$ cat config.mk
export PLATFORM = sky130hd
export DESIGN_NAME = uart_rx
export DESIGN_NICKNAME = d
export VERILOG_FILES = /design/src/hw/psram_pkg.sv /design/src/hw/uart_rx.sv
export SDC_FILE = /design/constraint.sdc
export NUM_CORES = 1
export LEC_CHECK = 0
export BUFFER_PORTS_ARGS = -buffer_cell sky130_fd_sc_hd__buf_2
export CAP_MARGIN = 10
export CORE_UTILIZATION = 44
export CTS_CLUSTER_SIZE = 28
export DETAILED_ROUTE_END_ITERATION = 16
export MAX_ROUTING_LAYER = met4
export PLACE_DENSITY = 0.69
export SYNTH_ARGS = -nofsm -noshare
export SYNTH_HDL_FRONTEND = slang
export SYNTH_SLANG_ARGS = --single-unit
export TNS_END_PERCENT = 1
$ cat constraint.sdc
create_clock -name clk50MHz -period 2 [get_ports clk50MHz]
set_input_delay 0.4 -clock clk50MHz [delete_from_list [all_inputs] [get_ports clk50MHz]]
set_output_delay 0.4 -clock clk50MHz [all_outputs]
set_load 0.005 [all_outputs]
$ cat src/hw/psram_pkg.sv
package psram_pkg;

  localparam int ADDR_W = 23; // Word address into the PSRAM.
  localparam int DATA_W = 16;

  localparam logic [7:0] OP_WRITE = 8'h57;
  localparam logic [7:0] OP_READ  = 8'h52;
  localparam logic [7:0] RESP_ACK = 8'h4B;

  // One memory request as built from a UART frame.
  typedef struct packed {
    logic              is_write;
    logic [ADDR_W-1:0] addr;
    logic [DATA_W-1:0] wdata;
  } mem_req_t;

  // Read data travels back with its flag, a write only needs the flag.
  typedef struct packed {
    logic              is_read;
    logic [DATA_W-1:0] rdata;
  } mem_resp_t;

endpackage

$ cat src/hw/uart_rx.sv
`timescale 1ns/1ns

module uart_rx import psram_pkg::*; #(
  parameter int CLKS_PER_BIT = 434
) (
  input  logic       clk50MHz,
  input  logic       rst_n,
  input  logic       rx,
  output logic [7:0] byte_data,
  output logic       byte_valid
);
  localparam int CNT_W = $clog2(CLKS_PER_BIT);

  typedef enum logic [1:0] {S_IDLE, S_START, S_DATA, S_STOP} state_t;

  state_t           state;
  logic [CNT_W-1:0] cnt;
  logic [2:0]       bit_idx;
  logic [1:0]       rx_sync;

  always_ff @(posedge clk50MHz) begin
    if (!rst_n) begin
      state      <= S_IDLE;
      cnt        <= '0;
      bit_idx    <= '0;
      rx_sync    <= 2'b11;
      byte_valid <= 1'b0;
    end else begin
      rx_sync    <= {rx_sync[0], rx};
      byte_valid <= 1'b0;
      cnt        <= cnt + 1'b1;
      case (state)
        S_IDLE: begin
          cnt <= '0;
          if (!rx_sync[1]) state <= S_START;
        end
        S_START: if (cnt == CLKS_PER_BIT / 2 - 1) begin // Middle of the start bit.
          cnt     <= '0;
          bit_idx <= '0;
          state   <= rx_sync[1] ? S_IDLE : S_DATA;
        end
        S_DATA: if (cnt == CLKS_PER_BIT - 1) begin
          cnt       <= '0;
          byte_data <= {rx_sync[1], byte_data[7:1]}; // LSB arrives first.
          bit_idx   <= bit_idx + 1'b1;
          if (bit_idx == 3'd7) state <= S_STOP;
        end
        S_STOP: if (cnt == CLKS_PER_BIT - 1) begin
          // A low stop bit means a broken frame, so nothing is reported.
          byte_valid <= rx_sync[1];
          state      <= S_IDLE;
        end
        default: state <= S_IDLE;
      endcase
    end
  end

endmodule

==> results of run 1 <==
## per-layer routing
metal	global-route usage	vias up
met5	-	-
met3	0.02586	2
met2	0.2574	9
li1	-	410
met4	0.09649	0
met1	0.2500	391
## worst register-to-register path, cell delays in order, from the launching register on
cell and delay, ns:
dfxtp_1 0.40, nand4bb_1 0.50, o311ai_4 0.57, a22oi_1 0.17
## cell usage after synthesis (3+ instances only)
cell type and n:
ha_1 5, nand2b_1 3, edfxtp_1 8, o31ai_1 4, or3_1 3, a21oi_1 6, o21ai_0 4, dfxtp_1 17
nand4_1 4, a22oi_1 4, inv_1 4, nand3_1 5
## power by group
part / leakage, uW / switching, uW / internal [uW]
logic: 0.000223 / 17.9 / 12.9
registers: 0.000209 / 7.82 / 526
clock network: 0.0000150 / 138 / 77.8
## path summary, 6_finish.rpt
kind	startpoint	end	slack, ns
max reg2reg	cnt[2]	cnt[7]	0.26
max	cnt[2]	cnt[7]	0.26
min reg2reg	rx_sync[0]	rx_sync[1]	0.43
min	rx	rx_sync[0]	0.27
## registers in the layout, summed over array words and instances (netlist names), named ones only
signal and count:
bit_idx 3, byte_data 8, byte_valid 1, cnt 9
rx_sync 2, state 1
## logic make-up after synthesis
kind of cell | share of synthesized area
simple gates | 0.1991
fa+ha+maj | 0.05441
buf+inv | 0.04025
flops | 0.5049
xor+xnor | 0.02286
compound gates | 0.1785
## layout by cell type, fill, tap and decap left out, drive strengths merged, types with 5 or more instances in the layout
cell and n:
edfxtp 8, a21oi 7, dfxtp 17, ha 5
nand3 5, o21ai 5, buf 13
## stage by stage
| step | area, sq um | power, uW | utilization | setup slack [ns] | hold slack (ns) |
|---|---|---|---|---|---|
| after global placement | 1232 | 573.7 | 0.4975 | 0.3417 | 0.4024 |
| after detailed placement | 1232 | 575.5 | 0.4975 | 0.2875 | 0.4038 |
| after floorplan | 1156 | 565.4 | - | 0.2048 | 0.3863 |
| after global routing | 1259 | 813.6 | 0.5081 | 0.1426 | 0.2525 |
| after CTS | 1259 | 787.6 | 0.5081 | 0.2493 | 0.2570 |
| final | 1259 | 780.7 | 0.5081 | 0.2574 | 0.2667 |
## area by class of cell
class / count / share of cell area
tap: 30 / 0.02982
timing repair buffer: 13 / 0.05567
inverter: 4 / 0.01193
clock buffer: 4 / 0.02087
sequential: 25 / 0.4612
multi-input combinational: 66 / 0.4205
==> reports/summary.txt, run 1 <==
grt ovf = 0
# Post-CTS Setup Buffers = 0
Final min period = 1.743 ns
Slew Viols, Final = 0
post-route ant nets = 0
# resized after CTS = 0
reg2reg path depth = 3
routability cong. = 0.7480
Filler cells = 242
WL per Instance = 14.79 microns
#FFs+latches synth = 25
Crit path max-delay family = compound AO/OA/AOI/OAI gates
power per cell area = 620.3 nW/um^2
initial cell density of the core = 0.4641
Mapped Area = 1150 sq um
WS Path Type = flip-flop to flip-flop
DRC viols = 0
P_leak = 0.0004471 uW
Synthesis Warnings = 0
syn_area_per_cell = 11.61 sq um
Net count, final = 121
hold_buf cts = 0
worst-case vdd ir drop = 609.0 uV
Area Overhead vs Synth = 9.467%
dpl cells = 138
final cell count without fillers = 142
capturing element type of the critical path = flip-flop
final wirelength = 2100 microns
Die X = 53.12 microns
met2 wire length = 1010 microns
CTS Root Cell = clkbuf_4
Vias per Instance = 5.718
core area = 2477 sq um
Post-synth EDFFs = 8
Register Area = 580.6 sq um
WL met1 = 1030 microns
CTS tree = built
Global Route Usage Sum = 0.1822
Arr. time, crit path = 1.93 ns
multi-input combinational cell area = 529.3 sq um
Yosys cell types = 39
post-synthesis cell count = 99
io pins = 12
Layout Skew = 0.003185 ns
Die Y = 53.12 microns
post-route clock period utilization = 0.8713
unrepaired setup endpoints after global routing = false
final number of setup-violating endpoints = 0
Fmax = 0.5738 GHz
# diodes = 0
vias in the first global route = 719
status = finished, final reports clean
Yosys top cell by area = dfxtp_1
final hold viol count = 0
Max-Cap Viols = 0
wire length of the first global-routing pass = 3484 microns
First DRT Iteration DRCs = 12
synth top area cells = dfxtp_1, edfxtp_1, ha_1
share of layout cells above drive strength 1 = 0.2143
measured slew at the worst slew-check pin = 0.6073 ns
Top Metal Used = met4
worst hold stages = 2
clk_lat worst skew = 0.31 ns
crit path max fanout = 9
Vias = 812
Rel. slew slack = 0.5907
CP Launch Type = flip-flop
Async SR Flop Fraction = 0
Seq/Total Area, Yosys = 0.5049
post-route setup TNS = 0 ns
clock sink total = 25
FP Rows = 18
Max clock buf depth = 2
antenna violations before repair = 0
die area = 2822 sq um
CP cell instances = nand4bb_1 > o311ai_4 > a22oi_1
Worst-path clk slew = 0.13 ns
Req. time, crit path = 2.19 ns
Buffers on Ports = 11
Buf+Inv Stages, Crit Path = 0
slowest stage delay, CP = 0.57 ns
total CTS buffers = 3
largest net degree at the start of global routing = 14
Crit. path cell count = 3
Hold/Removal Path Class = primary input to flip-flop
DP Wirelength = 1559 microns
drt pass-1 iters = 4
slowest cell on the critical path = o311ai_4
met3 WL = 39 microns
top_reg_cell synth = dfxtp_1
share of Yosys cell area claimed by the top area cell type = 0.2960
CTS H-tree depth = 1
syn nets = 107
No activity file was read; power rests on OpenSTA's default activity.
==> inputs of run 2 (changes only) <==
- RECOVER_POWER: default -> 25
==> run 2 against run 1 <==
Effect of this change:
- non-clock buffer count unchanged
- worst setup slack got worse by 0.012 ns
- sequential cell count unchanged
- worst hold slack about the same
- routed wire length about the same
- sequential share of layout area about the same
- largest cell class unchanged
- sequential power about the same
==> reports/summary.txt, run 2 (synthesis gave the netlist of run 1 again) <==
status = finished, final reports clean (unchanged)
CP cell instances = nand4bb_1 > o311ai_4 > a22oi_1 (unchanged)
Max-Cap Viols = 0 (unchanged)
pre-CTS setup slack = 0.2875 ns (unchanged)
WL per Instance = 14.77 microns (was 14.79 microns)
sw frac = 0.2099 (was 0.2101)
slowest stage delay, CP = 0.57 ns (about the same)
drt pass-1 iters = 4 (unchanged)
wire length of the first global-routing pass = 3484 microns (unchanged)
Hold/Removal Path Class = primary input to flip-flop (unchanged)
most frequent cells in the layout = dfxtp_1, buf_2, edfxtp_1 (unchanged)
most common cell after layout, fill and taps aside = dfxtp_1 (unchanged)
P_int = 616.4 uW (was 616.8 uW)
total CTS buffers = 3 (unchanged)
WHS = 0.2668 ns (was 0.2667 ns)
Reg power frac = 0.684 (about the same)
Slew Viols, Final = 0 (unchanged)
# Post-CTS Setup Buffers = 0 (unchanged)
# diodes = 0 (unchanged)
io pins = 12 (unchanged)
Biggest register = cnt (unchanged)
Worst-path clk slew = 0.13 ns (about the same)
clock sink total = 25 (unchanged)
CTS tree = built (unchanged)
vias in the first global route = 719 (unchanged)
largest net degree at the start of global routing = 14 (unchanged)
Fmax = 0.5699 GHz (was 0.5738 GHz)
Die X = 53.12 microns (unchanged)
Buffers on Ports = 11 (unchanged)
Vias = 815 (was 812)
DRC viols = 0 (unchanged)
core area = 2477 sq um (unchanged)
Req. time, crit path = 2.19 ns (about the same)
power per cell area = 620.5 nW/um^2 (was 620.3 nW/um^2)
worst-case vdd ir drop = 609.0 uV (about the same)
P_leak = 0.0004443 uW (was 0.0004471 uW)
post-route clock period utilization = 0.8774 (was 0.8713)
measured slew at the worst slew-check pin = 0.5914 ns (was 0.6073 ns)
Clock power frac = 0.277 (about the same)
post-route cell area = 1257 sq um (was 1259 sq um)
Comb pwr share = 0.039 (was 0.040)
initial cell density of the core = 0.4641 (unchanged)
clk_lat worst skew = 0.31 ns (about the same)
crit path max fanout = 9 (unchanged)
final number of setup-violating endpoints = 0 (unchanged)
max reg flops = 9 (unchanged)
final wirelength = 2098 microns (was 2100 microns)
Crit path max-delay family = compound AO/OA/AOI/OAI gates (unchanged)
CTS Root Cell = clkbuf_4 (unchanged)
Rel. slew slack = 0.6014 (was 0.5907)
Pwr Total = 780.2 uW (was 780.7 uW)
post-route ant nets = 0 (unchanged)
capturing element type of the critical path = flip-flop (unchanged)
Max clock buf depth = 2 (unchanged)
WS Path Type = flip-flop to flip-flop (unchanged)
Net count, final = 121 (unchanged)
First DRT Iteration DRCs = 12 (unchanged)
final hold viol count = 0 (unchanged)
grt ovf = 0 (unchanged)
Final min period = 1.755 ns (was 1.743 ns)
placed cell area = 1232 sq um (unchanged)
hold_buf cts = 0 (unchanged)
Layout Skew = 0.003181 ns (was 0.003185 ns)
antenna violations before repair = 0 (unchanged)
P_sw = 163.8 uW (was 164.0 uW)
Area Overhead vs Synth = 9.358% (was 9.467%)
unrepaired setup endpoints after global routing = false (unchanged)
Global Route Usage Sum = 0.1822 (unchanged)
Buf+Inv Stages, Crit Path = 0 (unchanged)
slowest cell on the critical path = o311ai_4 (unchanged)
Setup WS post-layout = 0.2452 ns (was 0.2574 ns)
Arr. time, crit path = 1.94 ns (was 1.93 ns)
# resized after CTS = 0 (unchanged)
DP Wirelength = 1559 microns (unchanged)
post-route setup TNS = 0 ns (unchanged)
Vias per Instance = 5.739 (was 5.718)
Die Y = 53.12 microns (unchanged)
CTS H-tree depth = 1 (unchanged)
share of layout cells above drive strength 1 = 0.2054 (was 0.2143)
FP Rows = 18 (unchanged)
largest registers = cnt x9, byte_data x8, bit_idx x3 (unchanged)
CP Launch Type = flip-flop (unchanged)
routability cong. = 0.7480 (unchanged)
die area = 2822 sq um (unchanged)
-- run 2: cell types whose count changed in the layout (fill, tap and decap cells not counted) --
cell,before,now
clkbuf_1,1,2
buf_2,11,10
-- run 2: power by group through the flow --
| stage | Sequential (uW) | Combinational, uW | Clock, uW |
|---|---|---|---|
| 6_report | 534 | 30.4 | 216 |
| 2_1_floorplan | 543 | 22.2 | 0 |
| 4_1_cts | 534 | 30.7 | 223 |
| 3_3_place_gp | 545 | 29.0 | 0 |
| 3_5_place_dp | 545 | 30.5 | 0 |
| 5_1_grt | 535 | 34.1 | 244 |
-- run 2: final cells by class --
type,instances,area (sq um)
clock buffers,4,26.28
fillers,242,1220
inverters,4,15.01
multi-input cells,66,529.3
flip-flops and latches,25,580.6
well taps,30,37.54
repair buffers,13,68.82
-- run 2: layer usage --
metal / wire length (microns) / part of all wire / track usage / up-vias
met5: 0 / 0 / - / -
met4: 20 / 0.0095 / 0.09649 / 0
met3: 42 / 0.020 / 0.02586 / 2
met2: 1005 / 0.48 / 0.2574 / 8
met1: 1030 / 0.49 / 0.2500 / 395
li1: - / - / - / 410
-- run 2: worst paths after layout --
check | from | to | slack, ns | depth (start not counted)
worst max register to register | cnt[2] | cnt[7] | 0.25 | 3
worst min-delay path | rx | rx_sync[0] | 0.27 | 2
worst max-delay path | cnt[2] | cnt[7] | 0.25 | 3
worst min register to register | rx_sync[0] | rx_sync[1] | 0.43 | 1
-- run 2: metrics by stage --
stage / utilization / std cells
final: 0.5076 / 142
after global routing: 0.5076 / 142
after CTS: 0.5081 / 142
after detailed placement: 0.4975 / 138
after global placement: 0.4975 / 138
after floorplan: - / 99
==> inputs of run 3 (changes only) <==
- ABC_AREA: default -> 1
- CTS_CLUSTER_SIZE: 28 -> 30
==> run 3 against run 2 <==
Effect of this change:
- worst setup slack better by 0.29 ns
- design area increased by 1.6%
- routed wire length fell by 6.5%
- synthesized cell count is 43% higher
- clock skew barely moved
- sequential cell count did not move
- die area up 0.53%
- first-iteration DRC count is 25% higher
- critical path type unchanged
- largest cell class unchanged
- largest power group unchanged
==> reports/summary.txt, run 3 <==
Post-synth EDFFs = 8 (unchanged)
Global Route Usage Sum = 0.1662 (was 0.1822)
pre-CTS setup slack = 0.5585 ns (was 0.2875 ns)
DP Wirelength = 1533 microns (was 1559 microns)
hold_buf cts = 0 (unchanged)
FP Rows = 18 (unchanged)
Buffers on Ports = 11 (unchanged)
reg2reg path depth = 6 (was 3)
Max clock buf depth = 2 (unchanged)
share of Yosys cell area claimed by the top area cell type = 0.2944 (was 0.2960)
worst-case vdd ir drop = 474.0 uV (was 609.0 uV)
most common cell after layout, fill and taps aside = nand2_1 (was dfxtp_1)
Area Overhead vs Synth = 10.50% (was 9.358%)
synth top area cells = dfxtp_1, edfxtp_1, nand2_1 (was dfxtp_1, edfxtp_1, ha_1)
post-route clock period utilization = 0.7309 (was 0.8774)
final hold viol count = 0 (unchanged)
CP Launch Type = flip-flop (unchanged)
Vias = 898 (was 815)
post-route ant nets = 0 (unchanged)
Synthesis Warnings = 0 (unchanged)
Req. time, crit path = 2.06 ns (was 2.19 ns)
Filler cells = 252 (was 242)
status = finished, final reports clean (unchanged)
#FFs+latches synth = 25 (unchanged)
Hold Startpoint = rx (unchanged)
Die Y = 53.26 microns (was 53.12 microns)
most frequent cells in the layout = nand2_1, nor2_1, inv_1 (was dfxtp_1, buf_2, edfxtp_1)
WS Path Type = flip-flop to flip-flop (unchanged)
final number of setup-violating endpoints = 0 (unchanged)
initial cell density of the core = 0.4667 (was 0.4641)
Worst-path clk slew = 0.14 ns (was 0.13 ns)
routability cong. = 0.7845 (was 0.7480)
Setup WS post-layout = 0.5382 ns (was 0.2452 ns)
reg2reg end = byte_data[5] (was cnt[7])
largest registers = cnt x9, byte_data x8, bit_idx x3 (unchanged)
Rel. slew slack = 0.7179 (was 0.6014)
# Post-CTS Setup Buffers = 0 (unchanged)
max reg flops = 9 (unchanged)
Net count, final = 166 (was 121)
reg-to-reg slack, setup = 0.54 ns (was 0.25 ns)
syn nets = 150 (was 107)
clock sink total = 25 (unchanged)
post-route setup TNS = 0 ns (unchanged)
antenna violations before repair = 0 (unchanged)
Pwr Total = 813.5 uW (was 780.2 uW)
DRC viols = 0 (unchanged)
CTS Root Cell = clkbuf_4 (unchanged)
FF-to-FF Start = cnt[0] (was cnt[2])
Max-Cap Viols = 0 (unchanged)
io pins = 12 (unchanged)
share of layout cells above drive strength 1 = 0.1847 (was 0.2054)
Async SR Flop Fraction = 0 (unchanged)
crit path max fanout = 8 (was 9)
Hold/Removal Path Class = primary input to flip-flop (unchanged)
Yosys top cell by area = dfxtp_1 (unchanged)
syn_area_per_cell = 8.142 sq um (was 11.61 sq um)
top post-synthesis cells by count = nand2_1, nor2_1, inv_1, dfxtp_1, edfxtp_1 (was dfxtp_1, edfxtp_1, a21oi_1, ha_1, nand3_1)
Mapped Area = 1156 sq um (was 1150 sq um)
measured slew at the worst slew-check pin = 0.4231 ns (was 0.5914 ns)
total CTS buffers = 3 (unchanged)
Seq/Total Area, Yosys = 0.5022 (was 0.5049)
top_reg_cell synth = dfxtp_1 (unchanged)
Die X = 53.26 microns (was 53.12 microns)
largest net degree at the start of global routing = 16 (was 14)
power per cell area = 636.8 nW/um^2 (was 620.5 nW/um^2)
Worst Setup SP = cnt[0] (was cnt[2])
Arr. time, crit path = 1.52 ns (was 1.94 ns)
# diodes = 0 (unchanged)
WL per Instance = 10.49 microns (was 14.77 microns)
Layout Skew = 0.003675 ns (was 0.003181 ns)
final wirelength = 1961 microns (was 2098 microns)
# resized after CTS = 0 (unchanged)
capturing element type of the critical path = flip-flop (unchanged)
die area = 2837 sq um (was 2822 sq um)
Slew Viols, Final = 0 (unchanged)
worst hold stages = 3 (was 2)
First DRT Iteration DRCs = 15 (was 12)
clk_lat worst skew = 0.33 ns (was 0.31 ns)
Yosys cell types = 22 (was 39)
Fmax = 0.6841 GHz (was 0.5699 GHz)
CTS H-tree depth = 1 (unchanged)
Biggest register = cnt (unchanged)
worst hold endpoint = rx_sync[0] (unchanged)
drt pass-1 iters = 4 (unchanged)
wire length of the first global-routing pass = 3215 microns (was 3484 microns)
Final min period = 1.462 ns (was 1.755 ns)
CTS tree = built (unchanged)
core area = 2477 sq um (unchanged)
grt ovf = 0 (unchanged)
unrepaired setup endpoints after global routing = false (unchanged)
cell with the most instances after synthesis = nand2_1 (was dfxtp_1)
Vias per Instance = 4.802 (was 5.739)
P_leak = 0.0005595 uW (was 0.0004443 uW)
vias in the first global route = 775 (was 719)
post-synthesis cell count = 142 (was 99)
## run 3: cells by family after synthesis
| group | synth area share |
|---|---|
| and+or+nand+nor | 0.3074 |
| DFF | 0.5022 |
| buffers and inverters | 0.07793 |
| AOI/OAI and AO/OA | 0.04329 |
| adders and majority gates | 0.05411 |
| xor gates and xnor gates | 0.01515 |
## run 3: worst max path at each step
stage | to | slack, ns | depth (start not counted)
2_1_floorplan | byte_data[0] | 0.45 | 5
3_3_place_gp | byte_data[5] | 0.59 | 6
3_5_place_dp | byte_data[2] | 0.56 | 6
4_1_cts | byte_data[2] | 0.54 | 6
5_1_grt | byte_data[4] | 0.39 | 6
6_report | byte_data[5] | 0.54 | 6
## run 3: layout make-up
class | instances | area (sq um) | area share
clock buffer | 3 | 22.52 | 0.01763
clock inverter | 1 | 7.507 | 0.005877
inverter | 22 | 82.58 | 0.06464
multi-input combinational | 94 | 485.5 | 0.3800
sequential | 25 | 580.6 | 0.4545
tap | 30 | 37.54 | 0.02938
timing repair buffer | 12 | 61.31 | 0.04799
## run 3: metal layers
metal	up-vias	wire, microns	share of wire	GRT usage
met5	-	0	0	-
met4	0	15	0.0076	0.07895
met3	2	141	0.072	0.03448
met2	30	934	0.48	0.2708
met1	396	869	0.44	0.1939
li1	470	-	-	-
## run 3: per-stage QoR
stage                     hold WS [ns]  area (sq um)  cells  utilization
after global routing            0.2236          1277    187       0.5157
after CTS                       0.2220          1279    187       0.5162
after floorplan                 0.3795          1156    142            -
after global placement          0.3826          1249    183       0.5040
final                           0.2266          1277    187       0.5157
after detailed placement        0.3869          1249    183       0.5040
## run 3: worst max-delay path: stages (launching register included)
cell and delay, ns:
dfxtp_1 0.43, ha_1 0.19, nand4_1 0.09, nor2_1 0.13
nand2_1 0.08, nor2_1 0.10, buf_4 0.17
## run 3: power by group
group	switching (uW)	internal (uW)
Combinational	28.3	16.7
Sequential	6.03	526
Clock	159	76.8
